[config.mk]
export PLATFORM = sky130hd
export DESIGN_NAME = acc_sequencer
export DESIGN_NICKNAME = d
export VERILOG_FILES = /design/src/logic/acc_seq_pkg.sv /design/src/logic/ring_if.sv /design/src/logic/acc_sequencer.sv /design/src/logic/context_step.sv /design/src/logic/thread_ring.sv
export SDC_FILE = /design/constraint.sdc
export NUM_CORES = 1
export LEC_CHECK = 0
export ABC_CLOCK_PERIOD_IN_PS = 2100
export BUFFER_PORTS_ARGS = -buffer_cell sky130_fd_sc_hd__buf_2
export CAP_MARGIN = 5
export CORE_ASPECT_RATIO = 0.75
export CORE_MARGIN = 2
export CORE_UTILIZATION = 34
export DETAILED_ROUTE_END_ITERATION = 16
export SLEW_MARGIN = 20
export SYNTH_ARGS = -nofsm -noshare
export SYNTH_HDL_FRONTEND = slang
export SYNTH_SLANG_ARGS = --single-unit
[constraint.sdc]
create_clock -name clk_i -period 2.1 [get_ports clk_i]
set_clock_uncertainty 0.05 [all_clocks]
set_input_delay 0.315 -clock clk_i [delete_from_list [all_inputs] [get_ports clk_i]]
set_output_delay 0.315 -clock clk_i [all_outputs]
set_load 0.1 [all_outputs]
[src/logic/acc_seq_pkg.sv]
package acc_seq_pkg;

    localparam int num_threads_c = 4;
    localparam int phase_w_c     = $clog2(num_threads_c);
    localparam int addr_w_c      = 10;
    localparam int count_w_c     = 6;
    localparam int sel_w_c       = 3;

    // low address bits owned by the sequencer inside each region
    localparam int ob_lsb_c      = 3;
    localparam int wb_lsb_c      = 6;

    localparam int pass_len_c      = 64;
    localparam int pass_fill_c     = 15;
    localparam int writeback_len_c = 8;

    typedef logic [phase_w_c-1:0]     phase_t;
    typedef logic [addr_w_c-1:0]      addr_t;
    typedef logic [count_w_c-1:0]     count_t;
    typedef logic [count_w_c-1:0]     iter_t;
    typedef logic [sel_w_c-1:0]       sel_t;
    typedef logic [num_threads_c-1:0] thread_vec_t;
    typedef iter_t [num_threads_c-1:0] size_vec_t;

    // region bases, indexed by thread
    localparam addr_t ob_base_c [num_threads_c] = '{10'd0, 10'd8, 10'd16, 10'd24};
    localparam addr_t wb_base_c [num_threads_c] = '{10'd0, 10'd64, 10'd128, 10'd192};

    typedef enum logic [2:0] {
        IDLE,
        START,
        CLEAR,
        MAC,
        UPDATE,
        WRITE_BACK,
        DONE
    } state_e;

    typedef struct packed {
        state_e state;
        iter_t  iter;
        count_t count;
        addr_t  ib_addr;
        addr_t  ob_addr;
        addr_t  wb_w_addr;
        addr_t  wb_r_addr;
        logic   ob_wr;
        logic   wb_wr;
        logic   acc_sel;
        logic   acc_upd;
        logic   acc_clr;
        sel_t   ml_sel;
        phase_t thread;
    } ctx_t;

endpackage

[src/logic/ring_if.sv]
interface ring_if (
    input logic clk_i,
    input logic rst_ni
);
    acc_seq_pkg::ctx_t        tail;
    acc_seq_pkg::phase_t      phase;
    acc_seq_pkg::ctx_t        head;
    logic                     valid_set;
    logic                     valid_clr;
    acc_seq_pkg::thread_vec_t valid_q;

    modport ring_mp (
        output tail,
        output phase,
        output valid_q,
        input  head,
        input  valid_set,
        input  valid_clr
    );

    modport step_mp (
        input  clk_i,
        input  rst_ni,
        input  tail,
        input  phase,
        input  valid_q,
        output head,
        output valid_set,
        output valid_clr
    );
endinterface

[src/logic/acc_sequencer.sv]
module acc_sequencer (
    input  logic                     clk_i,
    input  logic                     rst_ni,
    input  acc_seq_pkg::thread_vec_t start_i,
    input  acc_seq_pkg::size_vec_t   size_i,
    output acc_seq_pkg::thread_vec_t valid_o,
    output acc_seq_pkg::addr_t       ib_r_addr_o,
    output acc_seq_pkg::phase_t      ib_sel_o,
    output acc_seq_pkg::addr_t       wb_w_addr_o,
    output acc_seq_pkg::addr_t       wb_r_addr_o,
    output logic                     wb_wr_o,
    output logic                     acc_sel_o,
    output logic                     acc_upd_o,
    output logic                     acc_clr_o,
    output acc_seq_pkg::addr_t       ob_addr_o,
    output logic                     ob_wr_o,
    output acc_seq_pkg::sel_t        ml_sel_o
);

    ring_if ring (
        .clk_i  (clk_i),
        .rst_ni (rst_ni)
    );

    // context storage and output taps
    thread_ring u_thread_ring (
        .clk_i       (clk_i),
        .rst_ni      (rst_ni),
        .ring        (ring.ring_mp),
        .valid_o     (valid_o),
        .ib_r_addr_o (ib_r_addr_o),
        .ib_sel_o    (ib_sel_o),
        .wb_w_addr_o (wb_w_addr_o),
        .wb_r_addr_o (wb_r_addr_o),
        .wb_wr_o     (wb_wr_o),
        .acc_sel_o   (acc_sel_o),
        .acc_upd_o   (acc_upd_o),
        .acc_clr_o   (acc_clr_o),
        .ob_addr_o   (ob_addr_o),
        .ob_wr_o     (ob_wr_o),
        .ml_sel_o    (ml_sel_o)
    );

    // per-thread FSM step at the ring tail
    context_step u_context_step (
        .start_i (start_i),
        .size_i  (size_i),
        .ring    (ring.step_mp)
    );

endmodule

[src/logic/context_step.sv]
module context_step (
    input  acc_seq_pkg::thread_vec_t start_i,
    input  acc_seq_pkg::size_vec_t   size_i,
    ring_if.step_mp                  ring
);

    acc_seq_pkg::ctx_t  tail;
    acc_seq_pkg::ctx_t  head_d;
    logic               start;
    logic               valid_now;
    acc_seq_pkg::iter_t size;
    logic               pass_end;
    logic               in_fill;
    logic               wb_last;
    logic               valid_set_d;
    logic               valid_clr_d;

    // next weight address, wrapping inside the thread's region
    function automatic acc_seq_pkg::addr_t wb_next(acc_seq_pkg::addr_t a);
        acc_seq_pkg::addr_t n;
        n = a;
        n[acc_seq_pkg::wb_lsb_c-1:0] = a[acc_seq_pkg::wb_lsb_c-1:0] + 1'b1;
        return n;
    endfunction

    assign tail      = ring.tail;
    assign start     = start_i[ring.phase];
    assign size      = size_i[ring.phase];
    assign valid_now = ring.valid_q[ring.phase];

    assign pass_end = tail.count == acc_seq_pkg::count_t'(acc_seq_pkg::pass_len_c - 1);
    assign in_fill  = tail.count < acc_seq_pkg::count_t'(acc_seq_pkg::pass_fill_c);
    assign wb_last  = tail.count == acc_seq_pkg::count_t'(acc_seq_pkg::writeback_len_c - 1);

    always_comb begin
        head_d         = tail;
        head_d.ob_wr   = 1'b0;
        head_d.wb_wr   = 1'b0;
        head_d.acc_sel = 1'b0;
        head_d.acc_upd = 1'b0;
        head_d.acc_clr = 1'b0;
        valid_set_d    = 1'b0;
        valid_clr_d    = 1'b0;

        case (tail.state)
            acc_seq_pkg::IDLE: begin
                head_d.iter    = size;
                head_d.count   = '0;
                head_d.ib_addr = '0;
                head_d.ob_addr[acc_seq_pkg::ob_lsb_c-1:0]   = '0;
                head_d.wb_w_addr[acc_seq_pkg::wb_lsb_c-1:0] = '0;
                head_d.wb_r_addr[acc_seq_pkg::wb_lsb_c-1:0] = '0;
                head_d.ml_sel  = '0;
                head_d.thread  = ring.phase;
                valid_clr_d    = valid_now;
                if (start) begin
                    head_d.state = acc_seq_pkg::START;
                end
            end

            acc_seq_pkg::START: begin
                // read pointer sits one behind so CLEAR lands on offset 0
                head_d.wb_r_addr[acc_seq_pkg::wb_lsb_c-1:0] = '1;
                head_d.wb_w_addr[acc_seq_pkg::wb_lsb_c-1:0] = '0;
                head_d.wb_wr   = 1'b1;
                head_d.acc_clr = 1'b1;
                head_d.state   = acc_seq_pkg::CLEAR;
            end

            acc_seq_pkg::CLEAR: begin
                head_d.ib_addr   = tail.ib_addr + acc_seq_pkg::addr_t'(1);
                head_d.wb_w_addr = wb_next(tail.wb_w_addr);
                head_d.wb_r_addr = wb_next(tail.wb_r_addr);
                head_d.count     = tail.count + acc_seq_pkg::count_t'(1);
                head_d.wb_wr     = 1'b1;
                head_d.acc_clr   = 1'b1;
                head_d.state     = acc_seq_pkg::MAC;
            end

            acc_seq_pkg::MAC: begin
                head_d.wb_w_addr = wb_next(tail.wb_w_addr);
                head_d.wb_r_addr = wb_next(tail.wb_r_addr);
                head_d.count     = tail.count + acc_seq_pkg::count_t'(1);
                head_d.wb_wr     = 1'b1;
                if (in_fill || pass_end) begin
                    head_d.ib_addr = tail.ib_addr + acc_seq_pkg::addr_t'(1);
                end else begin
                    // inputs already loaded, reuse them from the accumulator side
                    head_d.acc_sel = 1'b1;
                end
                if (pass_end) begin
                    if (tail.iter == '0) begin
                        head_d.state = acc_seq_pkg::WRITE_BACK;
                    end else begin
                        head_d.state = acc_seq_pkg::UPDATE;
                    end
                end
            end

            acc_seq_pkg::UPDATE: begin
                head_d.iter      = tail.iter - acc_seq_pkg::iter_t'(1);
                head_d.ib_addr   = tail.ib_addr + acc_seq_pkg::addr_t'(1);
                head_d.wb_w_addr = wb_next(tail.wb_w_addr);
                head_d.wb_r_addr = wb_next(tail.wb_r_addr);
                head_d.count     = tail.count + acc_seq_pkg::count_t'(1);
                head_d.wb_wr     = 1'b1;
                head_d.acc_upd   = 1'b1;
                head_d.state     = acc_seq_pkg::MAC;
            end

            acc_seq_pkg::WRITE_BACK: begin
                head_d.ob_wr   = 1'b1;
                head_d.ob_addr[acc_seq_pkg::ob_lsb_c-1:0] =
                    tail.count[acc_seq_pkg::ob_lsb_c-1:0];
                head_d.ml_sel  = acc_seq_pkg::sel_t'(tail.count);
                head_d.acc_upd = tail.count == '0;
                head_d.count   = tail.count + acc_seq_pkg::count_t'(1);
                if (wb_last) begin
                    head_d.state = acc_seq_pkg::DONE;
                end
            end

            acc_seq_pkg::DONE: begin
                valid_set_d = !valid_now;
                if (!start) begin
                    head_d.state = acc_seq_pkg::IDLE;
                end
            end

            default: begin
                head_d.state = acc_seq_pkg::IDLE;
            end
        endcase
    end

    assign ring.head      = head_d;
    assign ring.valid_set = valid_set_d;
    assign ring.valid_clr = valid_clr_d;

    // output writes come only out of the write-back phase
    ob_wr_only_in_wb: assert property (
        @(posedge ring.clk_i) disable iff (!ring.rst_ni)
        ring.head.ob_wr |-> ring.tail.state == acc_seq_pkg::WRITE_BACK
    );

endmodule

[src/logic/thread_ring.sv]
module thread_ring (
    input  logic                     clk_i,
    input  logic                     rst_ni,
    ring_if.ring_mp                  ring,
    output acc_seq_pkg::thread_vec_t valid_o,
    output acc_seq_pkg::addr_t       ib_r_addr_o,
    output acc_seq_pkg::phase_t      ib_sel_o,
    output acc_seq_pkg::addr_t       wb_w_addr_o,
    output acc_seq_pkg::addr_t       wb_r_addr_o,
    output logic                     wb_wr_o,
    output logic                     acc_sel_o,
    output logic                     acc_upd_o,
    output logic                     acc_clr_o,
    output acc_seq_pkg::addr_t       ob_addr_o,
    output logic                     ob_wr_o,
    output acc_seq_pkg::sel_t        ml_sel_o
);

    localparam int last_c = acc_seq_pkg::num_threads_c - 1;

    acc_seq_pkg::phase_t      phase_q;
    acc_seq_pkg::ctx_t        stage_q [acc_seq_pkg::num_threads_c];
    acc_seq_pkg::thread_vec_t valid_q;

    // idle context of one thread, parked at its own region bases
    function automatic acc_seq_pkg::ctx_t reset_ctx(int t);
        acc_seq_pkg::ctx_t c;
        c           = '0;
        c.state     = acc_seq_pkg::IDLE;
        c.ob_addr   = acc_seq_pkg::ob_base_c[t];
        c.wb_w_addr = acc_seq_pkg::wb_base_c[t];
        c.wb_r_addr = acc_seq_pkg::wb_base_c[t];
        c.thread    = acc_seq_pkg::phase_t'(t);
        return c;
    endfunction

    always_ff @(posedge clk_i or negedge rst_ni) begin
        if (!rst_ni) begin
            // stage t holds thread t, matching the phase at each tail visit
            phase_q <= acc_seq_pkg::phase_t'(last_c);
            for (int i = 0; i < acc_seq_pkg::num_threads_c; i++) begin
                stage_q[i] <= reset_ctx(i);
            end
        end else begin
            phase_q    <= phase_q - 1'b1;
            stage_q[0] <= ring.head;
            for (int i = 1; i < acc_seq_pkg::num_threads_c; i++) begin
                stage_q[i] <= stage_q[i-1];
            end
        end
    end

    always_ff @(posedge clk_i or negedge rst_ni) begin
        if (!rst_ni) begin
            valid_q <= '0;
        end else if (ring.valid_set) begin
            valid_q[phase_q] <= 1'b1;
        end else if (ring.valid_clr) begin
            valid_q[phase_q] <= 1'b0;
        end
    end

    assign ring.tail    = stage_q[last_c];
    assign ring.phase   = phase_q;
    assign ring.valid_q = valid_q;

    // taps line up with the buffer read latencies downstream
    assign ib_r_addr_o = stage_q[0].ib_addr;
    assign ib_sel_o    = stage_q[1].thread;
    assign wb_w_addr_o = stage_q[1].wb_w_addr;
    assign wb_r_addr_o = stage_q[1].wb_r_addr;
    assign wb_wr_o     = stage_q[1].wb_wr;
    assign acc_sel_o   = stage_q[1].acc_sel;
    assign acc_upd_o   = stage_q[1].acc_upd;
    assign acc_clr_o   = stage_q[1].acc_clr;
    assign ob_addr_o   = stage_q[2].ob_addr;
    assign ob_wr_o     = stage_q[2].ob_wr;
    assign ml_sel_o    = stage_q[2].ml_sel;
    assign valid_o     = valid_q;

    valid_strobes_exclusive: assert property (
        @(posedge clk_i) disable iff (!rst_ni)
        !(ring.valid_set && ring.valid_clr)
    );

endmodule

==> run summary, run 1 <==
Run status: finished, final reports clean
Buffers on Ports: 83
Final Cell Area: 0.01047 mm2
Final worst slack: 138.4 ps
Clock-pin slew on the worst setup and hold paths: 60 ps
Worst-path cell chain: ha_1 -> and3_4 -> a311oi_4 -> o21ai_1 -> a221o_1
Mapped cell area: 0.008972 mm2
Clock Path Buffers: 3
Worst endpoint required time: 2440 ps
Max Cap Violations: 0
GPL Wtd Cong: 0.7563
H-Tree Depth: 1
CP Max Fanout: 7
Final #Nets: 740
Worst path depth: 5
Final ANT Viol Nets: 0
Clock Latency Late Sink: 510 ps
Synth async-reset ratio: 100.0%
Global-route usage over all layers: 12.38%
Synth top area share: 66.66%
Worst Hold Class: primary input to flip-flop
FF+latch count, synth: 257
Die Ht: 144.7 um
Prevailing post-synth register cell: dfrtp_1
DIE AREA: 0.02772 mm2
DR pass1 iterations: 4
Most frequent cells in the layout: 238 x dfrtp_1, 82 x buf_2, 33 x o21ai_0
Placeable Area: 0.02597 mm2
Via Count: 4979
Pre-CTS setup slack: 131.9 ps
Reg2Reg Depth: 5
Antenna cells: 0
WS Path Type: flip-flop to flip-flop
Clock period minus worst slack: 1962 ps
Register area: 0.006455 mm2
Max incr delay on CP: 480 ps
Synthesized instance count: 636
Setup Buffers After CTS: 0
Largest net degree at the start of global routing: 64
Synth area leader: dfrtp_1
Final count of negative-setup-slack endpoints: 0
Fill cells: 2391
Unrepaired setup endpoints after global routing: no
Routed vias/inst: 4.688
Row count: 51
Worst setup EP type: flip-flop
Initial Utilization: 34.55%
WP buf/inv: 0
Commonest non-fill, non-tap cell in the layout: dfrtp_1
Period utilization: 93.41%
DRC Markers: 0
Num ports: 84
DR WL/cell: 15.70 um
Drt first-iter violations: 303
Cell variety after synth: 59
Syn nets: 676
Number of global-route vias before repair: 4867
Top post-synthesis cells by area: dfrtp_1 67%, dfstp_2 5.3%, buf_4 3.8%
Slew HR: 64.27%
CTS tree: built
Number of synthesized flops with an enable pin: 0
Die Span X: 191.6 um
Total routed wirelength: 16670 um
Root Driver: clkbuf_16
Peak supply drop: 820.6 uV
CP arrival: 2300 ps
YS warnings: 0
Slew @ Worst Pin: 529.2 ps
Seq/Total Area, Yosys: 71.93%
DPL Wire Length: 11020 um
Area of the multi-input gates: 0.001954 mm2
Startpoint types: flip-flop
CP top delay family: compound AO/OA/AOI/OAI gates
Power per cell area: 1250 mW/mm2
Gr ovfl total: 0
Max-slew violations: 0
CTS Sinks: 257
Final setup TNS: 0 ps
Initial antenna violation count: 0
Total CTS buffers: 24
Placed inst area: 0.009638 mm2
First-pass GRT wire length: 26880 um
Leak: 0.004957 uW
Final Hold Fails: 0
Syn Area/Cell: 14.11 um2
Share of cells above drive strength 1: 25.91%
Worst hold path depth: 4
Fmax: 509.8 MHz
Area Overhead vs Synth: 16.68%
CP max stage cell: a311oi_4
==> path summary, 6_finish.rpt <==
path / from / to / slack, ps
hold / removal: size_i[17] / u_thread_ring.stage_q[256]$_DFF_PN0_ / 260
hold reg to reg: u_thread_ring.stage_q[258]$_DFF_PN0_ / u_thread_ring.stage_q[193]$_DFF_PN0_ / 290
min in group asynchronous: rst_ni / u_thread_ring.stage_q[165]$_DFF_PN0_ / 300
max in group asynchronous: rst_ni / u_thread_ring.ring.tail[34]$_DFF_PN1_ / 1020
setup / recovery: u_thread_ring.ring.tail[51]$_DFF_PN0_ / u_thread_ring.ib_r_addr_o[3]$_DFF_PN0_ / 140
setup reg to reg: u_thread_ring.ring.tail[51]$_DFF_PN0_ / u_thread_ring.ib_r_addr_o[3]$_DFF_PN0_ / 140
==> final cells by class <==
class                      count  area share [%]
inverter                      21          0.7530
multi-input combinational    281           18.67
sequential                   257           61.66
timing repair buffer         115           6.980
clock inverter                 9           1.207
tap                          344           4.111
clock buffer                  35           6.621
==> worst register-to-register path, cell delays in order, from the launching register on <==
cell      delay, ps
dfrtp_1         390
ha_1            270
and3_4          210
a311oi_4        490
o21ai_1         140
a221o_1         300
==> sequential cells by signal, indices dropped and copies added, names as in the netlist, named ones only <==
name	flops
u_thread_ring.stage_q	141
u_thread_ring.ib_r_addr_o	10
u_thread_ring.acc_clr_o	1
u_thread_ring.wb_wr_o	1
u_thread_ring.ob_addr_o	10
u_thread_ring.ob_wr_o	1
u_thread_ring.wb_w_addr_o	10
u_thread_ring.acc_upd_o	1
u_thread_ring.ring.tail	60
u_thread_ring.wb_r_addr_o	10
u_thread_ring.ml_sel_o	3
u_thread_ring.ring.phase	2
u_thread_ring.ib_sel_o	2
u_thread_ring.acc_sel_o	1
==> layer usage <==
metal	GRT usage, %	wire, um	part of all wire (%)	vias up
li1	-	-	-	2317
met1	20.13	8650	52	2496
met2	16.59	6699	40	142
met3	2.339	965	5.8	24
met4	3.239	355	2.1	0
met5	0	0	0	-
==> cell usage after synthesis (3+ instances only) <==
library cell and count:
nand3_1 11, and2_1 3, a221oi_1 5, o2bb2a_1 4
nand2_1 30, buf_2 8, o21ai_1 3, ha_1 10
inv_1 20, a311oi_1 4, nand4_1 3, a22o_1 6
and3_1 4, buf_1 3, nor2_1 24, clkbuf_1 18
a211oi_1 6, a22oi_1 3, o21ai_0 33, dfrtp_1 239
o22ai_1 7, a21oi_1 31, buf_4 46, or3_1 10
nor3_1 12, mux4_2 8, a221o_1 6, o311ai_0 4
o21a_1 4, mux2i_1 11, a31oi_1 4, dfstp_2 18
nor4_1 4
==> report_power, final <==
part / total [uW] / leakage [uW] / switching [uW] / internal, uW
combinational: 2430 / 0.00133 / 1820 / 611
sequential: 6220 / 0.00323 / 482 / 5740
clock: 4440 / 0.000401 / 1770 / 2670
==> cell families after synthesis <==
family | after synthesis | share of synthesized area, %
adders and majority gates | 10 | 1.395
muxes | 19 | 3.235
AOI/OAI and AO/OA | 138 | 10.72
buffers and inverters | 98 | 6.303
xor gates and xnor gates | 3 | 0.2929
DFF | 257 | 71.93
and+or+nand+nor | 111 | 6.122
==> stage by stage <==
stage | cells | util [%] | power, uW | hold slack (ps)
2_1_floorplan | 636 | - | 8285 | -30.59
3_3_place_gp | 1017 | 37.11 | 8698 | 254.8
3_5_place_dp | 1017 | 37.11 | 8735 | 253.6
4_1_cts | 1062 | 40.30 | 13250 | 242.4
5_1_grt | 1062 | 40.31 | 13750 | 282.3
6_report | 1062 | 40.31 | 13090 | 261.2
==> repair_timing <==
action                                 in CTS  in global routing
hold buffers                                1                  0
resized for setup                           0                  1
endpoints found under the hold margin      58                  0
setup endpoints to repair                   0                  1
No activity file was read; power rests on OpenSTA's default activity.
==> run 2: changes to the inputs <==
--- a/config.mk
+++ b/config.mk
@@ -5,7 +5,7 @@
 export SDC_FILE = /design/constraint.sdc
 export NUM_CORES = 1
 export LEC_CHECK = 0
-export ABC_CLOCK_PERIOD_IN_PS = 2100
+export ABC_CLOCK_PERIOD_IN_PS = 2000
 export BUFFER_PORTS_ARGS = -buffer_cell sky130_fd_sc_hd__buf_2
 export CAP_MARGIN = 5
 export CORE_ASPECT_RATIO = 0.75
==> constraint.sdc (replaced) <==
create_clock -name clk_i -period 2 [get_ports clk_i]
set_clock_uncertainty 0.05 [all_clocks]
set_input_delay 0.3 -clock clk_i [delete_from_list [all_inputs] [get_ports clk_i]]
set_output_delay 0.3 -clock clk_i [all_outputs]
set_load 0.1 [all_outputs]
==> run 2 against run 1 <==
Compared with the run above:
- utilization hardly changed
- wire length hardly changed
- clock power hardly changed
- register-to-register slack worse by 90 ps
- sequential share of layout area hardly changed
- final cell count is 0.56% higher
- via count hardly changed
- total power is 3.6% higher
- global-route usage is 0.061 points higher
- critical path type unchanged
==> run summary, run 2 (synthesized netlist as in run 1, its figures left out) <==
Placeable Area: 0.02597 mm2 (unchanged)
DPL Wire Length: 10840 um (was 11020 um)
Max reg flops: 141 (unchanged)
DR WL/cell: 15.62 um (was 15.70 um)
Max Cap Violations: 0 (unchanged)
Period utilization: 97.65% (was 93.41%)
CTS Sinks: 257 (unchanged)
Fmax: 512.0 MHz (was 509.8 MHz)
Largest Register: u_thread_ring.stage_q (unchanged)
Max-slew violations: 0 (unchanged)
Int Pwr: 9311 uW (was 9016 uW)
Comb pwr share: 19.7% (was 18.6%)
Power per cell area: 1294 mW/mm2 (was 1250 mW/mm2)
DIE AREA: 0.02772 mm2 (unchanged)
Total routed wirelength: 16680 um (was 16670 um)
Min Hold Slack: 178.0 ps (was 261.2 ps)
Area of the multi-input gates: 0.001971 mm2 (was 0.001954 mm2)
Worst setup EP type: flip-flop (unchanged)
Sequential share of power: 47.7% (was 47.5%)
Global-route usage over all layers: 12.44% (was 12.38%)
GPL Wtd Cong: 0.7355 (was 0.7563)
Drt first-iter violations: 387 (was 303)
Slew @ Worst Pin: 542.4 ps (was 529.2 ps)
CP Max Fanout: 7 (unchanged)
Worst-path cell chain: ha_2 -> a311oi_4 -> buf_4 -> a311oi_4 -> buf_4 -> o41ai_2 -> a221o_1 (was ha_1 -> and3_4 -> a311oi_4 -> o21ai_1 -> a221o_1)
DR pass1 iterations: 4 (unchanged)
Pwr Total: 13560 uW (was 13090 uW)
Fill cells: 2382 (was 2391)
Root Driver: clkbuf_16 (unchanged)
Run status: finished, final reports clean (unchanged)
Initial Utilization: 34.55% (unchanged)
CTS tree: built (unchanged)
Final count of negative-setup-slack endpoints: 0 (unchanged)
Register area: 0.006455 mm2 (unchanged)
Share of cells above drive strength 1: 26.66% (was 25.91%)
Clock Latency Late Sink: 510 ps (about the same)
Max incr delay on CP: 380 ps (was 480 ps)
Buffers on Ports: 83 (unchanged)
CP top delay family: compound AO/OA/AOI/OAI gates (unchanged)
Final Hold Fails: 0 (unchanged)
Startpoint types: flip-flop (unchanged)
Worst Hold Class: primary input to async pin (was primary input to flip-flop)
P_sw: 4245 uW (was 4074 uW)
Reg2Reg Depth: 7 (was 5)
Clock period minus worst slack: 1953 ps (was 1962 ps)
Peak supply drop: 732.5 uV (was 820.6 uV)
CP max stage cell: dfrtp_1 (was a311oi_4)
Row count: 51 (unchanged)
Num ports: 84 (unchanged)
Number of global-route vias before repair: 4915 (was 4867)
Die Ht: 144.7 um (unchanged)
Area Overhead vs Synth: 16.75% (was 16.68%)
Total CTS buffers: 24 (unchanged)
Switch share: 31.32% (was 31.12%)
Final ANT Viol Nets: 0 (unchanged)
Initial antenna violation count: 0 (unchanged)
Largest net degree at the start of global routing: 73 (was 64)
Via Count: 4975 (was 4979)
Final setup TNS: 0 ps (unchanged)
Routed vias/inst: 4.658 (was 4.688)
Worst path depth: 7 (was 5)
WP buf/inv: 2 (was 0)
Die Span X: 191.6 um (unchanged)
H-Tree Depth: 1 (unchanged)
Worst endpoint required time: 2400 ps (was 2440 ps)
Antenna cells: 0 (unchanged)
DRC Markers: 0 (unchanged)
Clock Path Buffers: 3 (unchanged)
Commonest non-fill, non-tap cell in the layout: dfrtp_1 (unchanged)
Clock-pin slew on the worst setup and hold paths: 60 ps (about the same)
Most frequent cells in the layout: 238 x dfrtp_1, 82 x buf_2, 33 x o21ai_0, 33 x buf_4, 31 x a21oi_1 (was 238 x dfrtp_1, 82 x buf_2, 33 x o21ai_0)
Post-layout util: 40.33% (was 40.31%)
Leak: 0.004955 uW (was 0.004957 uW)
First-pass GRT wire length: 27220 um (was 26880 um)
Gr ovfl total: 0 (unchanged)
WS Path Type: flip-flop to flip-flop (unchanged)
Clock power share: 32.6% (was 33.9%)
CP arrival: 2350 ps (was 2300 ps)
Final #Nets: 746 (was 740)
Slew HR: 63.60% (was 64.27%)
-- run 2: cell types whose count changed in the layout (fill, tap and decap cells not counted), moves of 2 or more --
cell / change
bufinv_16: -2
buf_4: +7
clkbuf_1: +3
clkinvlp_4: +2
clkinv_2: -2
-- run 2: power by group through the flow --
stage / clock network (uW) / registers (uW) / logic [uW]
6_report: 4430 / 6470 / 2660
3_3_place_gp: 0 / 6520 / 2620
4_1_cts: 4590 / 6480 / 2660
5_1_grt: 4820 / 6590 / 2870
2_1_floorplan: 0 / 6480 / 2220
3_5_place_dp: 0 / 6560 / 2640
-- run 2: final timing paths --
| kind | from | endpoint | slack (ps) |
|---|---|---|---|
| worst max-delay path | u_thread_ring.ring.tail[50]$_DFF_PN0_ | u_thread_ring.ib_r_addr_o[8]$_DFF_PN0_ | 50 |
| worst min-delay path | rst_ni | u_thread_ring.ring.tail[28]$_DFF_PN0_ | 180 |
| worst max register to register | u_thread_ring.ring.tail[50]$_DFF_PN0_ | u_thread_ring.ib_r_addr_o[8]$_DFF_PN0_ | 50 |
| worst min register to register | u_thread_ring.stage_q[249]$_DFF_PN0_ | u_thread_ring.stage_q[184]$_DFF_PN0_ | 290 |
| max in group asynchronous | rst_ni | u_thread_ring.wb_r_addr_o[6]$_DFF_PN1_ | 1030 |
| min in group clk_i | size_i[14] | u_thread_ring.stage_q[253]$_DFF_PN0_ | 230 |
-- run 2: what timing repair did --
item                                    4_1_cts  5_1_grt
endpoints found under the setup margin        0        9
hold buffers                                  1        0
hold endpoints to repair                    239        0
setup buffers                                 0        2
gates resized for setup                       0        5
-- run 2: metrics by stage --
stage          worst slack [ps]  instances  cell area [um2]
2_1_floorplan             25.02        636             8972
4_1_cts                   18.10       1066            10440
6_report                  47.05       1068            10480
3_5_place_dp              39.45       1021             9656
3_3_place_gp              59.82       1021             9656
5_1_grt                  -28.24       1068            10480
-- run 2: routing by layer --
metal	global-route usage, %	wire [um]
met5	0	0
met1	20.16	8764
met4	2.874	310
met3	2.797	997
met2	16.59	6607
-- run 2: cell type report --
type | count | share of cell area (%)
sequential | 257 | 61.62
multi-input combinational | 281 | 18.81
timing repair buffer | 121 | 7.286
clock buffer | 39 | 6.856
tap | 344 | 4.109
inverter | 21 | 0.7883
clock inverter | 5 | 0.5256
